==> config.mk <==
export PLATFORM = sky130hd
export DESIGN_NAME = spacelaser_frontend
export DESIGN_NICKNAME = d
export VERILOG_FILES = /design/src/design/spacelaser_pkg.sv /design/src/design/overlay_colorizer.sv /design/src/design/player_controls.sv /design/src/design/sigma_delta_dac.sv /design/src/design/spacelaser_frontend.sv
export VERILOG_INCLUDE_DIRS = /design/src /design/src/include
export SDC_FILE = /design/constraint.sdc
export NUM_CORES = 1
export LEC_CHECK = 0
export ABC_AREA = 1
export ABC_CLOCK_PERIOD_IN_PS = 1900
export CELL_PAD_IN_SITES_DETAIL_PLACEMENT = 1
export CELL_PAD_IN_SITES_GLOBAL_PLACEMENT = 1
export CORE_MARGIN = 5
export CORE_UTILIZATION = 45
export CTS_BUF_LIST = sky130_fd_sc_hd__clkbuf_4 sky130_fd_sc_hd__clkbuf_8
export DETAILED_ROUTE_END_ITERATION = 16
export DONT_BUFFER_PORTS = 1
export HOLD_SLACK_MARGIN = 0.06
export PLACE_DENSITY = 0.87
export SYNTH_ARGS = -nofsm -noshare
export SYNTH_HDL_FRONTEND = slang
export SYNTH_SLANG_ARGS = --single-unit
==> constraint.sdc <==
create_clock -name clk_sys -period 1.9 [get_ports clk_sys]
set_input_delay 0.38 -clock clk_sys [delete_from_list [all_inputs] [get_ports clk_sys]]
set_output_delay 0.38 -clock clk_sys [all_outputs]
set_load 0.01 [all_outputs]
==> src/include/spacelaser_defs.svh <==
`ifndef SPACELASER_DEFS_SVH
`define SPACELASER_DEFS_SVH

// PS/2 set 2 make codes as delivered by the keyboard link
`define SL_KEY_UP      8'h75 // keypad 8 / arrow up
`define SL_KEY_DOWN    8'h72
`define SL_KEY_LEFT    8'h6B
`define SL_KEY_RIGHT   8'h74
`define SL_KEY_COIN    8'h76 // esc
`define SL_KEY_START1  8'h05 // f1
`define SL_KEY_START2  8'h06 // f2
`define SL_KEY_FIRE    8'h29 // space

// joystick word bit positions
`define SL_JOY_RIGHT   0
`define SL_JOY_LEFT    1
`define SL_JOY_DOWN    2
`define SL_JOY_UP      3
`define SL_JOY_FIRE    4

// cellophane strip edges in pixel columns after hsync
`define SL_BAND_LO     32
`define SL_BAND_HI     184

// datapath widths
`define SL_AUDIO_W     8
`define SL_HCOUNT_W    9

`endif

==> src/design/spacelaser_pkg.sv <==
`default_nettype none

`include "spacelaser_defs.svh"

package spacelaser_pkg;

	typedef logic [7:0] scancode_t; // ps/2 code

	typedef logic [7:0] joy_t; // bit order per SL_JOY_* macros

	typedef logic [`SL_AUDIO_W-1:0] audio_t; // unsigned sample

	typedef logic [`SL_HCOUNT_W-1:0] hcount_t;

	// overlay strip colours from left to right across the screen
	typedef enum logic [1:0] {
		band_green,
		band_white,
		band_red
	} band_t;

endpackage

`default_nettype wire

==> src/design/overlay_colorizer.sv <==
`timescale 1ns/100ps
`default_nettype none

`include "spacelaser_defs.svh"

module overlay_colorizer (
	input  wire  clk_sys,
	input  wire  rst_n,
	input  wire  video,
	input  wire  hsync,
	input  wire  vsync,
	input  wire  overlay_en,
	output logic r,
	output logic g,
	output logic b,
	output logic hs,
	output logic vs
);

	spacelaser_pkg::hcount_t hcount;
	spacelaser_pkg::band_t   band;

	logic       video_q; // pixel bit seen by the output stage
	logic [2:0] band_rgb;
	logic [2:0] pix_rgb;

	// column counter clears during hsync and holds at the top
	always_ff @(posedge clk_sys) begin
		if (!rst_n) begin
			hcount <= '0;
		end else if (hsync) begin
			hcount <= '0;
		end else if (hcount != '1) begin
			hcount <= hcount + 1'b1;
		end
	end

	always_comb begin
		if (hcount < `SL_HCOUNT_W'(`SL_BAND_LO)) begin
			band = spacelaser_pkg::band_green;
		end else if (hcount < `SL_HCOUNT_W'(`SL_BAND_HI)) begin
			band = spacelaser_pkg::band_white;
		end else begin
			band = spacelaser_pkg::band_red;
		end
	end

	// {r,g,b} for each strip
	always_comb begin
		case (band)
			spacelaser_pkg::band_green: band_rgb = 3'b010;
			spacelaser_pkg::band_red:   band_rgb = 3'b100;
			default:                    band_rgb = 3'b111;
		endcase
	end

	always_comb begin
		if (!video) begin
			pix_rgb = 3'b000;
		end else if (overlay_en) begin
			pix_rgb = band_rgb;
		end else begin
			pix_rgb = 3'b111; // plain white monitor
		end
	end

	// colour and syncs share one register stage
	always_ff @(posedge clk_sys) begin
		if (!rst_n) begin
			r       <= 1'b0;
			g       <= 1'b0;
			b       <= 1'b0;
			hs      <= 1'b0;
			vs      <= 1'b0;
			video_q <= 1'b0;
		end else begin
			{r, g, b} <= pix_rgb;
			hs        <= hsync;
			vs        <= vsync;
			video_q   <= video;
		end
	end

	a_black_when_off: assert property (
		@(posedge clk_sys) disable iff (!rst_n)
		!video_q |-> !(r | g | b)
	);

endmodule

`default_nettype wire

==> src/design/player_controls.sv <==
`timescale 1ns/100ps
`default_nettype none

`include "spacelaser_defs.svh"

module player_controls (
	input  wire                     clk_sys,
	input  wire                     rst_n,
	input  wire                     key_strobe,
	input  wire                     key_pressed,
	input  spacelaser_pkg::scancode_t key_code,
	input  spacelaser_pkg::joy_t    joystick_0,
	input  spacelaser_pkg::joy_t    joystick_1,
	input  wire                     rotate,
	output logic                    coin,
	output logic                    start1,
	output logic                    start2,
	output logic                    fire,
	output logic                    move_left,
	output logic                    move_right
);

	logic btn_up;
	logic btn_down;
	logic btn_left;
	logic btn_right;
	logic btn_coin;
	logic btn_start1;
	logic btn_start2;
	logic btn_fire;

	logic joy_up;
	logic joy_down;
	logic joy_left;
	logic joy_right;
	logic joy_fire;

	// make sets, break clears
	always_ff @(posedge clk_sys) begin
		if (!rst_n) begin
			btn_up     <= 1'b0;
			btn_down   <= 1'b0;
			btn_left   <= 1'b0;
			btn_right  <= 1'b0;
			btn_coin   <= 1'b0;
			btn_start1 <= 1'b0;
			btn_start2 <= 1'b0;
			btn_fire   <= 1'b0;
		end else if (key_strobe) begin
			case (key_code)
				`SL_KEY_UP:     btn_up     <= key_pressed;
				`SL_KEY_DOWN:   btn_down   <= key_pressed;
				`SL_KEY_LEFT:   btn_left   <= key_pressed;
				`SL_KEY_RIGHT:  btn_right  <= key_pressed;
				`SL_KEY_COIN:   btn_coin   <= key_pressed;
				`SL_KEY_START1: btn_start1 <= key_pressed;
				`SL_KEY_START2: btn_start2 <= key_pressed;
				`SL_KEY_FIRE:   btn_fire   <= key_pressed;
				default: ; // other keys ignored
			endcase
		end
	end

	// either stick may drive the game
	assign joy_up    = joystick_0[`SL_JOY_UP]    | joystick_1[`SL_JOY_UP];
	assign joy_down  = joystick_0[`SL_JOY_DOWN]  | joystick_1[`SL_JOY_DOWN];
	assign joy_left  = joystick_0[`SL_JOY_LEFT]  | joystick_1[`SL_JOY_LEFT];
	assign joy_right = joystick_0[`SL_JOY_RIGHT] | joystick_1[`SL_JOY_RIGHT];
	assign joy_fire  = joystick_0[`SL_JOY_FIRE]  | joystick_1[`SL_JOY_FIRE];

	assign coin   = btn_coin;
	assign start1 = btn_start1;
	assign start2 = btn_start2;
	assign fire   = btn_fire | joy_fire;

	// unrotated monitor is sideways, so up/down steer the cannon
	always_comb begin
		if (rotate) begin
			move_left  = btn_left | joy_left;
			move_right = btn_right | joy_right;
		end else begin
			move_left  = btn_up | joy_up;
			move_right = btn_down | joy_down;
		end
	end

	a_code_known: assert property (
		@(posedge clk_sys) disable iff (!rst_n)
		key_strobe |-> !$isunknown(key_code)
	);

endmodule

`default_nettype wire

==> src/design/sigma_delta_dac.sv <==
`timescale 1ns/100ps
`default_nettype none

`include "spacelaser_defs.svh"

module sigma_delta_dac (
	input  wire                    clk_sys,
	input  wire                    rst_n,
	input  spacelaser_pkg::audio_t audio_in,
	output logic                   pdm_out
);

	logic [`SL_AUDIO_W:0] acc; // msb is the carry of the last add

	// residue stays in the low bits, carry out is the pulse
	always_ff @(posedge clk_sys) begin
		if (!rst_n) begin
			acc <= '0;
		end else begin
			acc <= {1'b0, acc[`SL_AUDIO_W-1:0]} + {1'b0, audio_in};
		end
	end

	assign pdm_out = acc[`SL_AUDIO_W];

	a_pdm_known: assert property (
		@(posedge clk_sys) disable iff (!rst_n)
		!$isunknown(pdm_out)
	);

endmodule

`default_nettype wire

==> src/design/spacelaser_frontend.sv <==
`timescale 1ns/100ps
`default_nettype none

module spacelaser_frontend (
	input  wire                       clk_sys,
	input  wire                       rst_n,
	// keyboard and joysticks
	input  wire                       key_strobe,
	input  wire                       key_pressed,
	input  spacelaser_pkg::scancode_t key_code,
	input  spacelaser_pkg::joy_t      joystick_0,
	input  spacelaser_pkg::joy_t      joystick_1,
	input  wire                       rotate,
	output logic                      coin,
	output logic                      start1,
	output logic                      start2,
	output logic                      fire,
	output logic                      move_left,
	output logic                      move_right,
	// video from the core
	input  wire                       video,
	input  wire                       hsync,
	input  wire                       vsync,
	input  wire                       overlay_en,
	output logic                      r,
	output logic                      g,
	output logic                      b,
	output logic                      hs,
	output logic                      vs,
	// audio
	input  spacelaser_pkg::audio_t    audio_in,
	output logic                      pdm_out
);

	player_controls controls_i (
		.clk_sys    (clk_sys),
		.rst_n      (rst_n),
		.key_strobe (key_strobe),
		.key_pressed(key_pressed),
		.key_code   (key_code),
		.joystick_0 (joystick_0),
		.joystick_1 (joystick_1),
		.rotate     (rotate),
		.coin       (coin),
		.start1     (start1),
		.start2     (start2),
		.fire       (fire),
		.move_left  (move_left),
		.move_right (move_right)
	);

	overlay_colorizer overlay_i (
		.clk_sys   (clk_sys),
		.rst_n     (rst_n),
		.video     (video),
		.hsync     (hsync),
		.vsync     (vsync),
		.overlay_en(overlay_en),
		.r         (r),
		.g         (g),
		.b         (b),
		.hs        (hs),
		.vs        (vs)
	);

	sigma_delta_dac dac_i (
		.clk_sys (clk_sys),
		.rst_n   (rst_n),
		.audio_in(audio_in),
		.pdm_out (pdm_out)
	);

endmodule

`default_nettype wire

[Word-level counts from Yosys, hierarchy flattened]
Index checks and enable logic that the tools add are counted.
Operators by class
  $add $sub $neg: 2
  magnitude comparators: 2
  eq/ne operators: 10
  mux-type cells: 6
  bitwise gates (word level): 11
  reduce and logical (&&, ||, !) cells: 11
Operator list (count)
  equality test 8 x 7 -> 1 bit, second input constant: 5
  AND reduction 2 bit: 9
  equality test 8 x 3 -> 1 bit, second input constant: 2
  OR 1 bit: 10
  adder 8 x 8 -> 9 bit: 1
  adder 9 x 1 -> 9 bit, second input constant: 1
  < comparator 9 x 6 -> 1 bit, second input constant: 1
  < comparator 9 x 8 -> 1 bit, second input constant: 1
  inequality test 9 bit, second input constant: 1
  equality test 8 x 6 -> 1 bit, second input constant: 1
  one-hot mux 3 bit (2 select lines): 1
  two-way mux 2 bit: 2
  two-way mux 3 bit: 1
  equality test 2 bit, second input constant: 1
  logical NOT 2 bit: 1
  two-way mux 1 bit: 2
  OR reduction 2 bit: 1
  NOT 1 bit: 1
Storage, ports and cells
  register bits after elaboration: 31
  output and inout port bits: 12
  logic and storage cells: 57

[Depth between registers and ports, before layout]
  depth after elaboration: 6
  depth in mapped cells: 12
  mapped depth without buffers: 12

[Hierarchy]
From an unflattened synthesis, not the netlist that was laid out.
Second synthesis, totals
  cells, all modules: 254
  area, all modules: 1754.2 sq um
By module, submodules not included
  overlay_colorizer: instances 1, cells each 84, area an instance 623.1 sq um
  sigma_delta_dac: instances 1, cells each 85, area an instance 593.1 sq um
  player_controls: instances 1, cells each 85, area an instance 538.0 sq um

[Worst setup path after synthesis]
No wires, ideal clock.
  path kind: register -> register
  from: register overlay_i.hcount[0]
  to: register overlay_i.hcount[7]
  arrival time: 1.520 ns
  required time: 1.790 ns
  path slack: 0.270 ns
  cell stages (with the launch flop): 12
  cells stage by stage: dfxtp_1 > ha_1 > nand2_1 > nor4_1 > ha_1 > inv_2 > nand4_4 > nor2_4 > nand2_1 > nand2_1 > inv_1 > nor2_1
Between the ends
  word-level cells in the longest chain between the ends: 1
  elaborated cells between the ends (all ways): 2
RTL lines
  start, declared: RTL line overlay_colorizer.sv:20  | spacelaser_pkg::hcount_t hcount;
  start signal, assigned: RTL line overlay_colorizer.sv:34  | hcount <= hcount + 1'b1;
  adder 9 x 1 -> 9 bit / inequality test 9 bit (equally long branches): RTL line overlay_colorizer.sv:34, overlay_colorizer.sv:33
Parallel ways exist; a longest one is shown, timed or not.
A chain may end at the register's enable or synchronous reset.

[Worst setup path after layout]
Ends and elaborated chain as after synthesis.

==> results.cfg <==
[run_status]
status = finished clean

[sta]
worstMarginPinSlew_ps = 269
tns_ps = 0
timing.final.max_slew_violations = 0
slew_headroom_pct = 81.9
rsz0062_at_grt = no
fmax_mhz = 576
fin_skew_ps = 2.44
setup_viol = 0
setup_ws_ps = 163
hold_viol = 0
timing.final.crit_period_ps = 1740
min_period_over_period_pct = 91.4

[route]
wl_um = 4300
drcViolationCount = 0
via_per_inst = 5.16
drt-pass1-iter-count = 4
ant_nets = 0
drtIter0Drc = 26
wl_per_cell_um = 14.5
num_vias = 1528

[global_route]
overflow = 0
antenna_found_initial = 0
grt_pass1_wl_um = 7050
grt_pass1_vias = 1602
grt_start_max_net_pins = 19
grt_usage_pct = 17.9

[die]
start_util_pct = 45.9
rows = 22
die_height_um = 70.7
ioPinCount = 53
dieArea_mm2 = 0.00499
coreArea_mm2 = 0.00361
die_w_um = 70.7

[power]
ir_drop_uv = 457
power_density_mw_per_mm2 = 927
leakagePower_uw = 0.000884

[finish]
finalInstanceArea_mm2 = 0.00186
drive_above_1_share_pct = 8.47
synthToLayoutAreaGrowth_pct = 12.3
nets = 299
reg_top3 = dac_i.acc (9), overlay_i.hcount (9)
diodes = 0

[synth]
synth_top_family_by_area = simple AND/OR/NAND/NOR gates
synth.most_common_cell = nand2_1
ys_warn_count = 0
synthMuxAreaShare_pct = 0
synth_top_area_share_pct = 37.5
syn-num-nets = 290
synth_common_cells = nand2_1 (54), nor2_1 (39), inv_1 (35)
synth_cell_type_count = 25
yosys.area_share.adder_pct = 8.77
syn-cell-area_mm2 = 0.00166
synth_edf_count = 0
synth_flop_cell = dfxtp_1
syn_avg_cell_area_um2 = 6.96
yosys.area_share.simple_pct = 34.6
syn_inst = 238
synth_compound_area_share_pct = 8.92
synth-seq-cells = 31
synth_area_leaders = dfxtp_1 (37%), nand2_1 (12%), nor2_1 (8.8%), inv_1 (7.9%), ha_1 (7.6%)
async_reset_ff_share_pct = 0
synth_xor_area_share_pct = 1.06
yosys.area.top_type = dfxtp_1
yosysSeqAreaShare_pct = 37.5

[placed_design]
place_area_mm2 = 0.00172
portBuffers = 0
place_ws_ps = 147
dp_hpwl_um = 3140
routabilityCongestion = 0.811

[hold_path]
worstHoldPathType = input pin to flip-flop
hold_depth = 2
hold_start = hsync
hold_end = overlay_i.hs$_SDFF_PN0_

[worst_setup_path]
crit_path_end_kind = flip-flop
crit_type = flip-flop to flip-flop
critical_path.startpoint_type = flip-flop
crit_arrival_ps = 1970
r2r_start = overlay_i.hcount[0]$_SDFFE_PP0P_
worstRegToRegCells = 10
cp.required_ps = 2130
rrSetupSlack_ps = 160
crit_fanout = 5
r2r-end = overlay_i.hcount[7]$_SDFFE_PP0P_

[clock_network]
clockRootBuffer = clkbuf_8
clk_path_buf_depth = 2
clk_latency_ps = 290
clk_pin_slew_ps = 70
cts_buffers = 5
cts_tree = done
clock-sinks = 31
htreeDepth = 2

[job]
maxCapViolCount = 0
## per-stage QoR
stage	hold slack, ps	power, uW	cells	utilization, %
after floorplan	439	983	238	-
after global placement	466	1030	286	47.6
after detailed placement	481	1050	286	47.6
after CTS	183	1740	294	50.9
after global routing	173	1840	296	51.6
final	190	1720	296	51.6
## where the power goes
| part | leakage, uW | internal [uW] | total [uW] | switching (uW) |
|---|---|---|---|---|
| clock network | 0.0000612 | 424 | 680 | 256 |
| logic | 0.000570 | 121 | 320 | 199 |
| registers | 0.000254 | 699 | 723 | 24.2 |
| total | 0.000884 | 1240 | 1720 | 479 |
## worst max-delay path by stage
stage                                startpoint                          endpoint  depth (start not counted)
4_1_cts        overlay_i.hcount[0]$_SDFFE_PP0P_  overlay_i.hcount[7]$_SDFFE_PP0P_                         11
3_5_place_dp   overlay_i.hcount[4]$_SDFFE_PP0P_  overlay_i.hcount[7]$_SDFFE_PP0P_                         12
2_1_floorplan  overlay_i.hcount[0]$_SDFFE_PP0P_  overlay_i.hcount[7]$_SDFFE_PP0P_                         11
6_report       overlay_i.hcount[0]$_SDFFE_PP0P_  overlay_i.hcount[7]$_SDFFE_PP0P_                         10
5_1_grt        overlay_i.hcount[0]$_SDFFE_PP0P_  overlay_i.hcount[7]$_SDFFE_PP0P_                         10
3_3_place_gp   overlay_i.hcount[3]$_SDFFE_PP0P_  overlay_i.hcount[7]$_SDFFE_PP0P_                         12
## placed cells by master, fill, tap and decap left out, types with 2 or more instances in the layout
master / n
a21oi_1: 17
buf_4: 4
clkbuf_8: 6
dfxtp_1: 31
ha_1: 9
inv_1: 35
inv_2: 2
nand2_1: 54
nand3_1: 16
nand3b_1: 2
nand4_1: 2
nor2_1: 39
nor2_4: 3
nor3_1: 6
o21a_1: 3
o21ai_0: 5
o31ai_1: 2
xor2_1: 2
## critical path, stage by stage (launching register included)
cell,delay [ps]
dfxtp_1,360
ha_1,190
nand2_1,120
nor4_2,270
ha_2,280
inv_2,90
nand4_4,90
nor2_4,50
nand3_1,80
nand2_1,70
nor2_1,80
## metal layers
| metal | routed length (um) | part of all wire, % | global-route usage (%) | up-vias |
|---|---|---|---|---|
| li1 | - | - | - | 772 |
| met1 | 1720 | 40 | 19.0 | 710 |
| met2 | 2210 | 51 | 32.6 | 36 |
| met3 | 258 | 6.0 | 6.53 | 10 |
| met4 | 108 | 2.5 | 6.26 | 0 |
| met5 | 0 | 0 | 0 | - |
## logic make-up (layout without fill, tap and decap cells)
logic type | Yosys count | count (layout)
AND/OR/NAND/NOR | 128 | 128
buffers and inverters | 39 | 49
flip-flops | 31 | 31
AO/OA/AOI/OAI | 27 | 27
adder cells (fa/ha/maj) | 11 | 11
XOR/XNOR | 2 | 2
## layout make-up
cell class | instances | area (um^2)
Fill cell | 487 | 1750
Multi-Input combinational cell | 168 | 892
Sequential cell | 31 | 621
Inverter | 37 | 139
Clock buffer | 6 | 82.6
Tap cell | 48 | 60.1
Clock inverter | 2 | 35.0
Timing Repair Buffer | 4 | 30.0
## repair_timing
item | CTS | global route
buffers inserted | 0 | 2
endpoints found under the setup margin | 0 | 4
hold buffers | 0 | 0
resized for setup | 0 | 2
Note: power is estimated with default switching activity, not from simulation.
